**config.mk**
```make
export PLATFORM = sky130hd
export DESIGN_NAME = axi_axil_wr_adapter
export DESIGN_NICKNAME = d
export VERILOG_FILES = /design/src/axi_pkg.sv /design/src/axil_pkg.sv /design/src/burst_addr_gen.sv /design/src/wr_ctrl_fsm.sv /design/src/lite_req_slice.sv /design/src/resp_accum.sv /design/src/axi_axil_wr_adapter.sv
export VERILOG_INCLUDE_DIRS = /design/src
export SDC_FILE = /design/constraint.sdc
export NUM_CORES = 1
export LEC_CHECK = 0
export BUFFER_PORTS_ARGS = -buffer_cell sky130_fd_sc_hd__buf_2
export CAP_MARGIN = 20
export CORE_ASPECT_RATIO = 0.75
export CORE_MARGIN = 1.5
export CORE_UTILIZATION = 57
export CTS_CLUSTER_SIZE = 30
export DETAILED_ROUTE_END_ITERATION = 8
export HOLD_SLACK_MARGIN = 0.03
export PLACE_DENSITY = 0.81
export SYNTH_ARGS = -nofsm -noshare
export SYNTH_HDL_FRONTEND = slang
export SYNTH_SLANG_ARGS = --single-unit
```
**constraint.sdc**
```tcl
create_clock -name clk -period 9.11 [get_ports clk]
set_input_delay 1.822 -clock clk [delete_from_list [all_inputs] [get_ports clk]]
set_output_delay 1.822 -clock clk [all_outputs]
set_load 0.01 [all_outputs]
```
**src/axi_defines.svh**
```systemverilog
`ifndef AXI_DEFINES_SVH
`define AXI_DEFINES_SVH

// full AXI port widths, shared by the lite side
`define AXI_ADDR_W 20
`define AXI_DATA_W 16
`define AXI_ID_W 4
`define AXI_STRB_W (`AXI_DATA_W / 8)

// beat and outstanding counters, up to 256 beats per burst
`define AXI_CNT_W 9

`endif

```
**src/axi_pkg.sv**
```systemverilog
`include "axi_defines.svh"

package axi_pkg;

  typedef enum logic [1:0] {
    FIXED = 2'b00,
    INCR  = 2'b01,
    WRAP  = 2'b10
  } axi_burst_e;

  // ordered so that a larger code is a worse response
  typedef enum logic [1:0] {
    OKAY   = 2'b00,
    EXOKAY = 2'b01,
    SLVERR = 2'b10,
    DECERR = 2'b11
  } axi_resp_e;

  typedef struct packed {
    logic [`AXI_ADDR_W-1:0] addr;
    logic [`AXI_ID_W-1:0]   id;
    logic [7:0]             len;   // beats minus one
    logic [2:0]             size;  // log2 of bytes per beat
    axi_burst_e             burst;
  } axi_aw_t;

  typedef struct packed {
    logic [`AXI_DATA_W-1:0] data;
    logic [`AXI_STRB_W-1:0] strb;
    logic                   last;
  } axi_w_t;

  typedef struct packed {
    logic [`AXI_ID_W-1:0] id;
    axi_resp_e            resp;
  } axi_b_t;

endpackage

```
**src/axil_pkg.sv**
```systemverilog
`include "axi_defines.svh"

package axil_pkg;

  typedef struct packed {
    logic [`AXI_ADDR_W-1:0] addr;
  } axil_aw_t;

  typedef struct packed {
    logic [`AXI_DATA_W-1:0] data;
    logic [`AXI_STRB_W-1:0] strb;
  } axil_w_t;

  // lite B shares the response encoding of the full port
  typedef struct packed {
    axi_pkg::axi_resp_e resp;
  } axil_b_t;

endpackage

```
**src/burst_addr_gen.sv**
```systemverilog
`timescale 1ns/100ps
`include "axi_defines.svh"

module burst_addr_gen import axi_pkg::*; (
  input  logic                   clk,
  input  logic                   rst_n,
  input  logic                   aw_take,
  input  axi_aw_t                aw,
  input  logic                   beat_take,
  output logic [`AXI_ADDR_W-1:0] beat_addr,
  output logic                   last_beat
);

  localparam int ADDR_W   = `AXI_ADDR_W;
  localparam int SIZE_MAX = $clog2(`AXI_STRB_W);

  logic [ADDR_W-1:0]        addr_q;
  logic [7:0]               len_q;
  logic [2:0]               size_q;
  axi_burst_e               burst_q;
  logic [`AXI_CNT_W-1:0]    beat_cnt_q;
  logic [ADDR_W-1:0]        step_bytes;
  logic [ADDR_W-1:0]        next_addr;

  assign step_bytes = ADDR_W'(1) << size_q;

  // incr aligns an unaligned start down before stepping
  assign next_addr = (burst_q == INCR) ?
                     ((addr_q & ~(step_bytes - 1'b1)) + step_bytes) : addr_q;

  assign beat_addr = addr_q;
  assign last_beat = (beat_cnt_q == {1'b0, len_q});

  always_ff @(posedge clk) begin
    if (!rst_n) begin
      beat_cnt_q <= '0;
      len_q      <= '0;
    end else if (aw_take) begin
      beat_cnt_q <= '0;
      len_q      <= aw.len;
    end else if (beat_take) begin
      beat_cnt_q <= beat_cnt_q + 1'b1;
    end
  end

  always_ff @(posedge clk) begin
    if (aw_take) begin
      addr_q  <= aw.addr;
      size_q  <= aw.size;
      burst_q <= aw.burst;
    end else if (beat_take) begin
      addr_q  <= next_addr;
    end
  end

  a_no_wrap: assert property (@(posedge clk) disable iff (!rst_n)
    aw_take |-> aw.burst != WRAP)
    else $error("wrap burst is not supported");

  a_size_fits: assert property (@(posedge clk) disable iff (!rst_n)
    aw_take |-> aw.size <= SIZE_MAX)
    else $error("burst size wider than data bus");

endmodule

```
**src/wr_ctrl_fsm.sv**
```systemverilog
`timescale 1ns/100ps
`include "axi_defines.svh"

module wr_ctrl_fsm import axi_pkg::*; (
  input  logic                 clk,
  input  logic                 rst_n,
  input  logic                 s_aw_valid,
  output logic                 s_aw_ready,
  input  logic [`AXI_ID_W-1:0] aw_id,
  input  logic                 s_w_valid,
  input  logic                 s_w_last,
  output logic                 s_w_ready,
  input  logic                 slices_ready,
  input  logic                 last_beat,
  input  logic                 all_done,
  input  axi_resp_e            worst_resp,
  output axi_b_t               s_b,
  output logic                 s_b_valid,
  input  logic                 s_b_ready,
  output logic                 aw_take,
  output logic                 beat_take
);

  typedef enum logic [1:0] {
    IDLE,
    BURST,
    RESP
  } state_e;

  state_e               state_q;
  state_e               state_d;
  logic                 b_valid_q;
  logic [`AXI_ID_W-1:0] id_q;

  assign s_aw_ready = (state_q == IDLE);   // one burst in flight at most
  assign aw_take    = s_aw_valid && s_aw_ready;

  // leaving BURST on the last beat closes the W channel
  assign s_w_ready  = (state_q == BURST) && slices_ready;
  assign beat_take  = s_w_valid && s_w_ready;

  assign s_b_valid  = b_valid_q;
  assign s_b.id     = id_q;
  assign s_b.resp   = worst_resp;

  always_comb begin
    state_d = state_q;
    case (state_q)
      IDLE: begin
        if (aw_take) state_d = BURST;
      end
      BURST: begin
        if (beat_take && last_beat) state_d = RESP;
      end
      RESP: begin
        if (b_valid_q && s_b_ready) state_d = IDLE;
      end
      default: state_d = IDLE;
    endcase
  end

  always_ff @(posedge clk) begin
    if (!rst_n) begin
      state_q   <= IDLE;
      b_valid_q <= 1'b0;
    end else begin
      state_q <= state_d;
      if (b_valid_q && s_b_ready) begin
        b_valid_q <= 1'b0;
      end else if (state_q == RESP && all_done) begin
        b_valid_q <= 1'b1;   // every lite B is in
      end
    end
  end

  always_ff @(posedge clk) begin
    if (aw_take) id_q <= aw_id;
  end

  // wlast must agree with the beat count derived from len
  a_last_match: assert property (@(posedge clk) disable iff (!rst_n)
    beat_take |-> s_w_last == last_beat)
    else $error("wlast does not match awlen");

  a_b_hold: assert property (@(posedge clk) disable iff (!rst_n)
    s_b_valid && !s_b_ready |=> s_b_valid && $stable(s_b))
    else $error("B dropped or changed before handshake");

endmodule

```
**src/lite_req_slice.sv**
```systemverilog
`timescale 1ns/100ps

module lite_req_slice #(
  parameter type payload_t = logic
) (
  input  logic     clk,
  input  logic     rst_n,
  input  logic     push,
  input  payload_t push_data,
  output logic     can_push,
  output payload_t out_data,
  output logic     out_valid,
  input  logic     out_ready
);

  payload_t   mem [2];
  logic       wr_ptr_q;
  logic       rd_ptr_q;
  logic [1:0] count_q;
  logic       pop;

  assign out_valid = (count_q != 2'd0);
  assign out_data  = mem[rd_ptr_q];
  assign pop       = out_valid && out_ready;
  assign can_push  = (count_q != 2'd2) || pop;   // room once this pop is done

  always_ff @(posedge clk) begin
    if (!rst_n) begin
      wr_ptr_q <= 1'b0;
      rd_ptr_q <= 1'b0;
      count_q  <= 2'd0;
    end else begin
      if (push) wr_ptr_q <= ~wr_ptr_q;
      if (pop) rd_ptr_q <= ~rd_ptr_q;
      count_q <= count_q + {1'b0, push} - {1'b0, pop};
    end
  end

  always_ff @(posedge clk) begin
    if (push) mem[wr_ptr_q] <= push_data;
  end

  a_no_overflow: assert property (@(posedge clk) disable iff (!rst_n)
    push |-> can_push)
    else $error("push into full slice");

endmodule

```
**src/resp_accum.sv**
```systemverilog
`timescale 1ns/100ps
`include "axi_defines.svh"

module resp_accum import axi_pkg::*, axil_pkg::*; (
  input  logic      clk,
  input  logic      rst_n,
  input  logic      clear,
  input  logic      beat_take,
  input  axil_b_t   m_b,
  input  logic      m_b_valid,
  output logic      m_b_ready,
  output logic      all_done,
  output axi_resp_e worst_resp
);

  logic [`AXI_CNT_W-1:0] cnt_q;
  axi_resp_e             worst_q;
  logic                  b_take;

  assign m_b_ready  = (cnt_q != '0);   // only accept what we issued
  assign b_take     = m_b_valid && m_b_ready;
  assign all_done   = (cnt_q == '0);
  assign worst_resp = worst_q;

  always_ff @(posedge clk) begin
    if (!rst_n) begin
      cnt_q <= '0;
    end else begin
      cnt_q <= cnt_q + {{(`AXI_CNT_W-1){1'b0}}, beat_take}
                     - {{(`AXI_CNT_W-1){1'b0}}, b_take};
    end
  end

  always_ff @(posedge clk) begin
    if (!rst_n || clear) begin
      worst_q <= OKAY;
    end else if (b_take && m_b.resp > worst_q) begin
      worst_q <= m_b.resp;   // higher code wins
    end
  end

  // a lite slave answering with nothing outstanding would underflow the count
  a_no_underflow: assert property (@(posedge clk) disable iff (!rst_n)
    m_b_valid && !beat_take |-> cnt_q != '0)
    else $error("lite B with no write outstanding");

endmodule

```
**src/axi_axil_wr_adapter.sv**
```systemverilog
`timescale 1ns/100ps
`include "axi_defines.svh"

module axi_axil_wr_adapter import axi_pkg::*, axil_pkg::*; (
  input  logic     clk,
  input  logic     rst_n,
  input  axi_aw_t  s_aw,
  input  logic     s_aw_valid,
  output logic     s_aw_ready,
  input  axi_w_t   s_w,
  input  logic     s_w_valid,
  output logic     s_w_ready,
  output axi_b_t   s_b,
  output logic     s_b_valid,
  input  logic     s_b_ready,
  output axil_aw_t m_aw,
  output logic     m_aw_valid,
  input  logic     m_aw_ready,
  output axil_w_t  m_w,
  output logic     m_w_valid,
  input  logic     m_w_ready,
  input  axil_b_t  m_b,
  input  logic     m_b_valid,
  output logic     m_b_ready
);

  logic                   aw_take;
  logic                   beat_take;
  logic                   last_beat;
  logic                   all_done;
  axi_resp_e              worst_resp;
  logic [`AXI_ADDR_W-1:0] beat_addr;
  logic                   aw_can_push;
  logic                   w_can_push;
  logic                   slices_ready;
  axil_aw_t               aw_push;
  axil_w_t                w_push;

  assign slices_ready = aw_can_push && w_can_push;   // both lite channels need room
  assign aw_push.addr = beat_addr;
  assign w_push.data  = s_w.data;
  assign w_push.strb  = s_w.strb;

  wr_ctrl_fsm fsm_i (
    .clk         (clk),
    .rst_n       (rst_n),
    .s_aw_valid  (s_aw_valid),
    .s_aw_ready  (s_aw_ready),
    .aw_id       (s_aw.id),
    .s_w_valid   (s_w_valid),
    .s_w_last    (s_w.last),
    .s_w_ready   (s_w_ready),
    .slices_ready(slices_ready),
    .last_beat   (last_beat),
    .all_done    (all_done),
    .worst_resp  (worst_resp),
    .s_b         (s_b),
    .s_b_valid   (s_b_valid),
    .s_b_ready   (s_b_ready),
    .aw_take     (aw_take),
    .beat_take   (beat_take)
  );

  burst_addr_gen addr_gen_i (
    .clk      (clk),
    .rst_n    (rst_n),
    .aw_take  (aw_take),
    .aw       (s_aw),
    .beat_take(beat_take),
    .beat_addr(beat_addr),
    .last_beat(last_beat)
  );

  resp_accum resp_i (
    .clk       (clk),
    .rst_n     (rst_n),
    .clear     (aw_take),
    .beat_take (beat_take),
    .m_b       (m_b),
    .m_b_valid (m_b_valid),
    .m_b_ready (m_b_ready),
    .all_done  (all_done),
    .worst_resp(worst_resp)
  );

  lite_req_slice #(.payload_t(axil_aw_t)) aw_slice_i (
    .clk      (clk),
    .rst_n    (rst_n),
    .push     (beat_take),
    .push_data(aw_push),
    .can_push (aw_can_push),
    .out_data (m_aw),
    .out_valid(m_aw_valid),
    .out_ready(m_aw_ready)
  );

  lite_req_slice #(.payload_t(axil_w_t)) w_slice_i (
    .clk      (clk),
    .rst_n    (rst_n),
    .push     (beat_take),
    .push_data(w_push),
    .can_push (w_can_push),
    .out_data (m_w),
    .out_valid(m_w_valid),
    .out_ready(m_w_ready)
  );

endmodule

```
==> results_dict.tcl <==
set metrics [dict create \
    path_cells "buf_2, nor3b_1, nor4b_2, nand2_1, inv_2, ha_1, inv_1, fa_1, nand2b_1, a21oi_1, o21ai_0, a21oi_1, o41ai_1, xnor2_1, and2_1" \
    routedWlPerCell_um 15.46 \
    cts.sinks 146 \
    final_util_pct 70.39 \
    syn_area_sq_um 6947 \
    max_cap_viol_count 0 \
    criticalPathCategory "input pin to register" \
    relSlewSlack_pct 38.94 \
    crit-reg2reg-launch "resp_i.cnt_q[2]" \
    synthArstFlopShare_pct 0 \
    start_kind "input pin" \
    die_w_um 130.5 \
    hold_viol 0 \
    dieHeight_um 98.61 \
    min_to "addr_gen_i.len_q[5]" \
    globalRouteTotalUtil_pct 21.91 \
    io_buffer_count 114 \
    grt_max_degree 47 \
    synth_ff_type "edfxtp_1" \
    tightestPinTransition_ns 0.9159 \
    ys_ff_latch 146 \
    yosysWarnings 0 \
    leakagePower_nw 3.216 \
    finalWirelength_um 13470 \
    rr_worst_depth 18 \
    syn_to_final_growth_pct 18.97 \
    die-area_sq_um 12870 \
    fin_tns_setup_ns 0 \
    clk_pin_slew_ns 0.06 \
    hold_slack_ns 0.4849 \
    cp_data_arrival_time_ns 4.73 \
    cts_tree "yes" \
    synth_edf_count 105 \
    drtPass1Iterations 5 \
    cp-end-kind "register" \
    rsz0062_at_grt "no" \
    avgSynthCellArea_sq_um 12.02 \
    antenna_cells 0 \
    remaining_drc_errors 0 \
    period_needed_ns 4.421 \
    cts_resized 0 \
    cts_setup_buffers 0 \
    cts_max_level 4 \
    finalCritPeriodShare_pct 48.53 \
    final_antenna_net_count 0 \
    p_seq_share_pct 42.1 \
    gp_congestion 0.8819 \
    clockBufferDepth 2 \
    grt_pass1_wl_um 21510 \
    cp_top_family "simple AND/OR/NAND/NOR gates" \
    antenna_found_initial 0 \
    synth_cell_types 62 \
    critical_path_buf_inv_count 3 \
    io_pins 116 \
    r2r_slack_ns 5.70 \
    clock_latency_ns 0.41 \
    cpPeakStageDelay_ns 0.40 \
    num-fill-cells 838 \
    p_sw_mw 0.5889 \
    vias 4661 \
    start_util_pct 59.16 \
    max_freq_mhz 226.2 \
    synth_nets 668 \
    r2r-end "resp_i.cnt_q[8]" \
    finalSetupViolCount 0 \
    cpMostUsedCell "a21oi_1" \
    hold_depth 2 \
    drive_gt1_share_pct 29.20 \
    cp_slowest_cell "nor4b_2" \
    post-dp-hpwl_um 9235 \
    status "finished, final reports clean" \
    combinationalPowerShare_pct 23.6 \
    drtIter0Drc 244 \
    viasPerCell 5.351 \
    p_sw_share_pct 29.05 \
    slew_violations 0 \
    cts_inserted_buffers 17 \
    hp-class "register to register" \
    p_clk_share_pct 34.3 \
    p_total_mw 2.027 \
    p_int_mw 1.438 \
    grt_pass1_vias 4481 \
    fin_skew_ns 0.007074 \
    globalRouteOverflowTotal 0 \
    root_buffer "clkbuf_16" \
    max-vdd-ir-drop_v 0.0001867 \
    rows 34 \
    seq_area_frac_synth_pct 57.20 \
    power_density_nw_per_um2 245.3 \
    nNetsFinal 786 \
    crit_fanout 10 \
    cp.required_ns 9.42 \
    cts_hold_repair.buffers 0 \
    cp.depth 15 \
    min_from "addr_gen_i.len_q[5]" \
    syn_inst 578 \
    coreArea_sq_um 11740 \
]
## state kept, by name, indices dropped and copies added (netlist names), 2 cells and up, named ones only
signal                 count
aw_slice_i.mem            40
w_slice_i.mem             36
addr_gen_i.beat_addr      20
addr_gen_i.beat_cnt_q      9
resp_i.cnt_q               9
addr_gen_i.len_q           8
fsm_i.id_q                 4
addr_gen_i.size_q          3
addr_gen_i.burst_q         2
aw_slice_i.count_q         2
fsm_i.state_q              2
resp_i.worst_resp          2
w_slice_i.count_q          2
## worst register-to-register path: stages (launching register included)
cell and delay (ns):
dfxtp_1 0.31, inv_1 0.08, ha_1 0.16, nand2_1 0.05, nor3_1 0.15, nand3_1 0.19, and2_1 0.23, ha_1 0.29
inv_1 0.07, ha_1 0.16, inv_1 0.05, fa_1 0.38, nand2b_1 0.18, a21oi_1 0.22, o21ai_0 0.13, a21oi_1 0.25
o41ai_1 0.12, xnor2_1 0.13, and2_1 0.16
## power groups by stage
stage	Clock [mW]	Combinational (mW)	Sequential, mW
6_report	0.696	0.478	0.853
4_1_cts	0.705	0.479	0.854
3_3_place_gp	0	0.452	0.861
2_1_floorplan	0	0.373	0.832
3_5_place_dp	0	0.473	0.866
5_1_grt	0.734	0.539	0.863
## cell families (layout without fill, tap and decap cells)
group                    count (synthesis)  after routing  synth area share (%)
AO/OA/AOI/OAI                           81             81                 8.448
multiplexers                            47             47                 7.565
buffers and inverters                   51            182                 3.116
flip-flops                             146            146                 57.20
XOR/XNOR                                38             38                 4.791
AND/OR/NAND/NOR                        191            191                 14.45
adder cells (fa/ha/maj)                 24             24                 4.431
## metal layers
metal,wire length (um),GRT usage (%)
met3,893,5.266
met5,0,0
met2,6258,34.70
met4,148,7.016
met1,6168,30.00
## Yosys cell counts, types with 3 or more instances
library cell / number / area share, %
dfxtp_1: 41 / 12
and2_1: 22 / 2.0
nor3_1: 11 / 0.79
inv_1: 29 / 1.6
nand2b_1: 7 / 0.63
nand2_1: 59 / 3.2
or3_1: 7 / 0.63
a211oi_1: 3 / 0.32
ha_1: 23 / 4.1
mux2_2: 39 / 6.3
buf_6: 3 / 0.49
nor2_1: 27 / 1.5
a21oi_1: 26 / 1.9
mux2i_1: 6 / 0.86
nor3b_1: 3 / 0.32
xnor2_1: 19 / 2.4
edfxtp_1: 105 / 45
o21ai_0: 11 / 0.79
xor2_1: 19 / 2.4
a21boi_0: 8 / 0.86
nor2b_1: 11 / 0.99
clkbuf_1: 13 / 0.70
o21a_1: 4 / 0.43
and3_1: 9 / 0.81
nand3_1: 17 / 1.2
o21ai_1: 7 / 0.50
nand4_1: 4 / 0.36
## stage by stage
| stage | std cells | area (sq um) | setup slack [ns] |
|---|---|---|---|
| floorplan | 578 | 6947 | 4.632 |
| global placement | 838 | 7654 | 4.452 |
| detailed placement | 838 | 7654 | 4.350 |
| CTS | 870 | 8249 | 4.721 |
| global route | 871 | 8264 | 4.501 |
| finish | 871 | 8264 | 4.689 |
## layout make-up
cell class / count / area (sq um) / share of cell area [%]
clock buffer: 18 / 429.2 / 5.193
clock inverter: 14 / 166.4 / 2.014
inverter: 31 / 116.4 / 1.408
multi-input combinational: 381 / 2760 / 33.40
sequential: 146 / 3974 / 48.08
tap: 162 / 202.7 / 2.453
timing repair buffer: 119 / 615.6 / 7.449
## cells in the final DEF, fill, tap and decap left out, types with 3 or more instances in the layout
| cell type | netlist | layout |
|---|---|---|
| a211oi_1 | 3 | 3 |
| a21boi_0 | 8 | 8 |
| a21oi_1 | 26 | 26 |
| and2_1 | 22 | 22 |
| and3_1 | 9 | 9 |
| buf_2 | 2 | 114 |
| buf_4 | 0 | 4 |
| clkbuf_16 | 0 | 17 |
| clkinvlp_4 | 0 | 3 |
| dfxtp_1 | 41 | 41 |
| edfxtp_1 | 105 | 105 |
| ha_1 | 23 | 23 |
| inv_1 | 29 | 29 |
| inv_6 | 0 | 6 |
| mux2_2 | 39 | 39 |
| mux2i_1 | 6 | 6 |
| nand2_1 | 59 | 59 |
| nand2b_1 | 7 | 7 |
| nand3_1 | 17 | 17 |
| nand4_1 | 4 | 4 |
| nor2_1 | 27 | 27 |
| nor2b_1 | 11 | 11 |
| nor3_1 | 11 | 11 |
| nor3b_1 | 3 | 3 |
| o21a_1 | 4 | 4 |
| o21ai_0 | 11 | 10 |
| o21ai_1 | 7 | 7 |
| or3_1 | 7 | 7 |
| xnor2_1 | 19 | 19 |
| xor2_1 | 19 | 19 |
## how the worst max path moves through the flow
stage                   start                      end
global placement    m_w_ready          resp_i.cnt_q[8]
detailed placement  m_w_ready          resp_i.cnt_q[8]
floorplan           m_w_ready  addr_gen_i.beat_addr[0]
finish              m_w_ready          resp_i.cnt_q[8]
global route        m_w_ready          resp_i.cnt_q[8]
CTS                 m_w_ready                s_w_ready
Power figures use the tool's default switching activity.
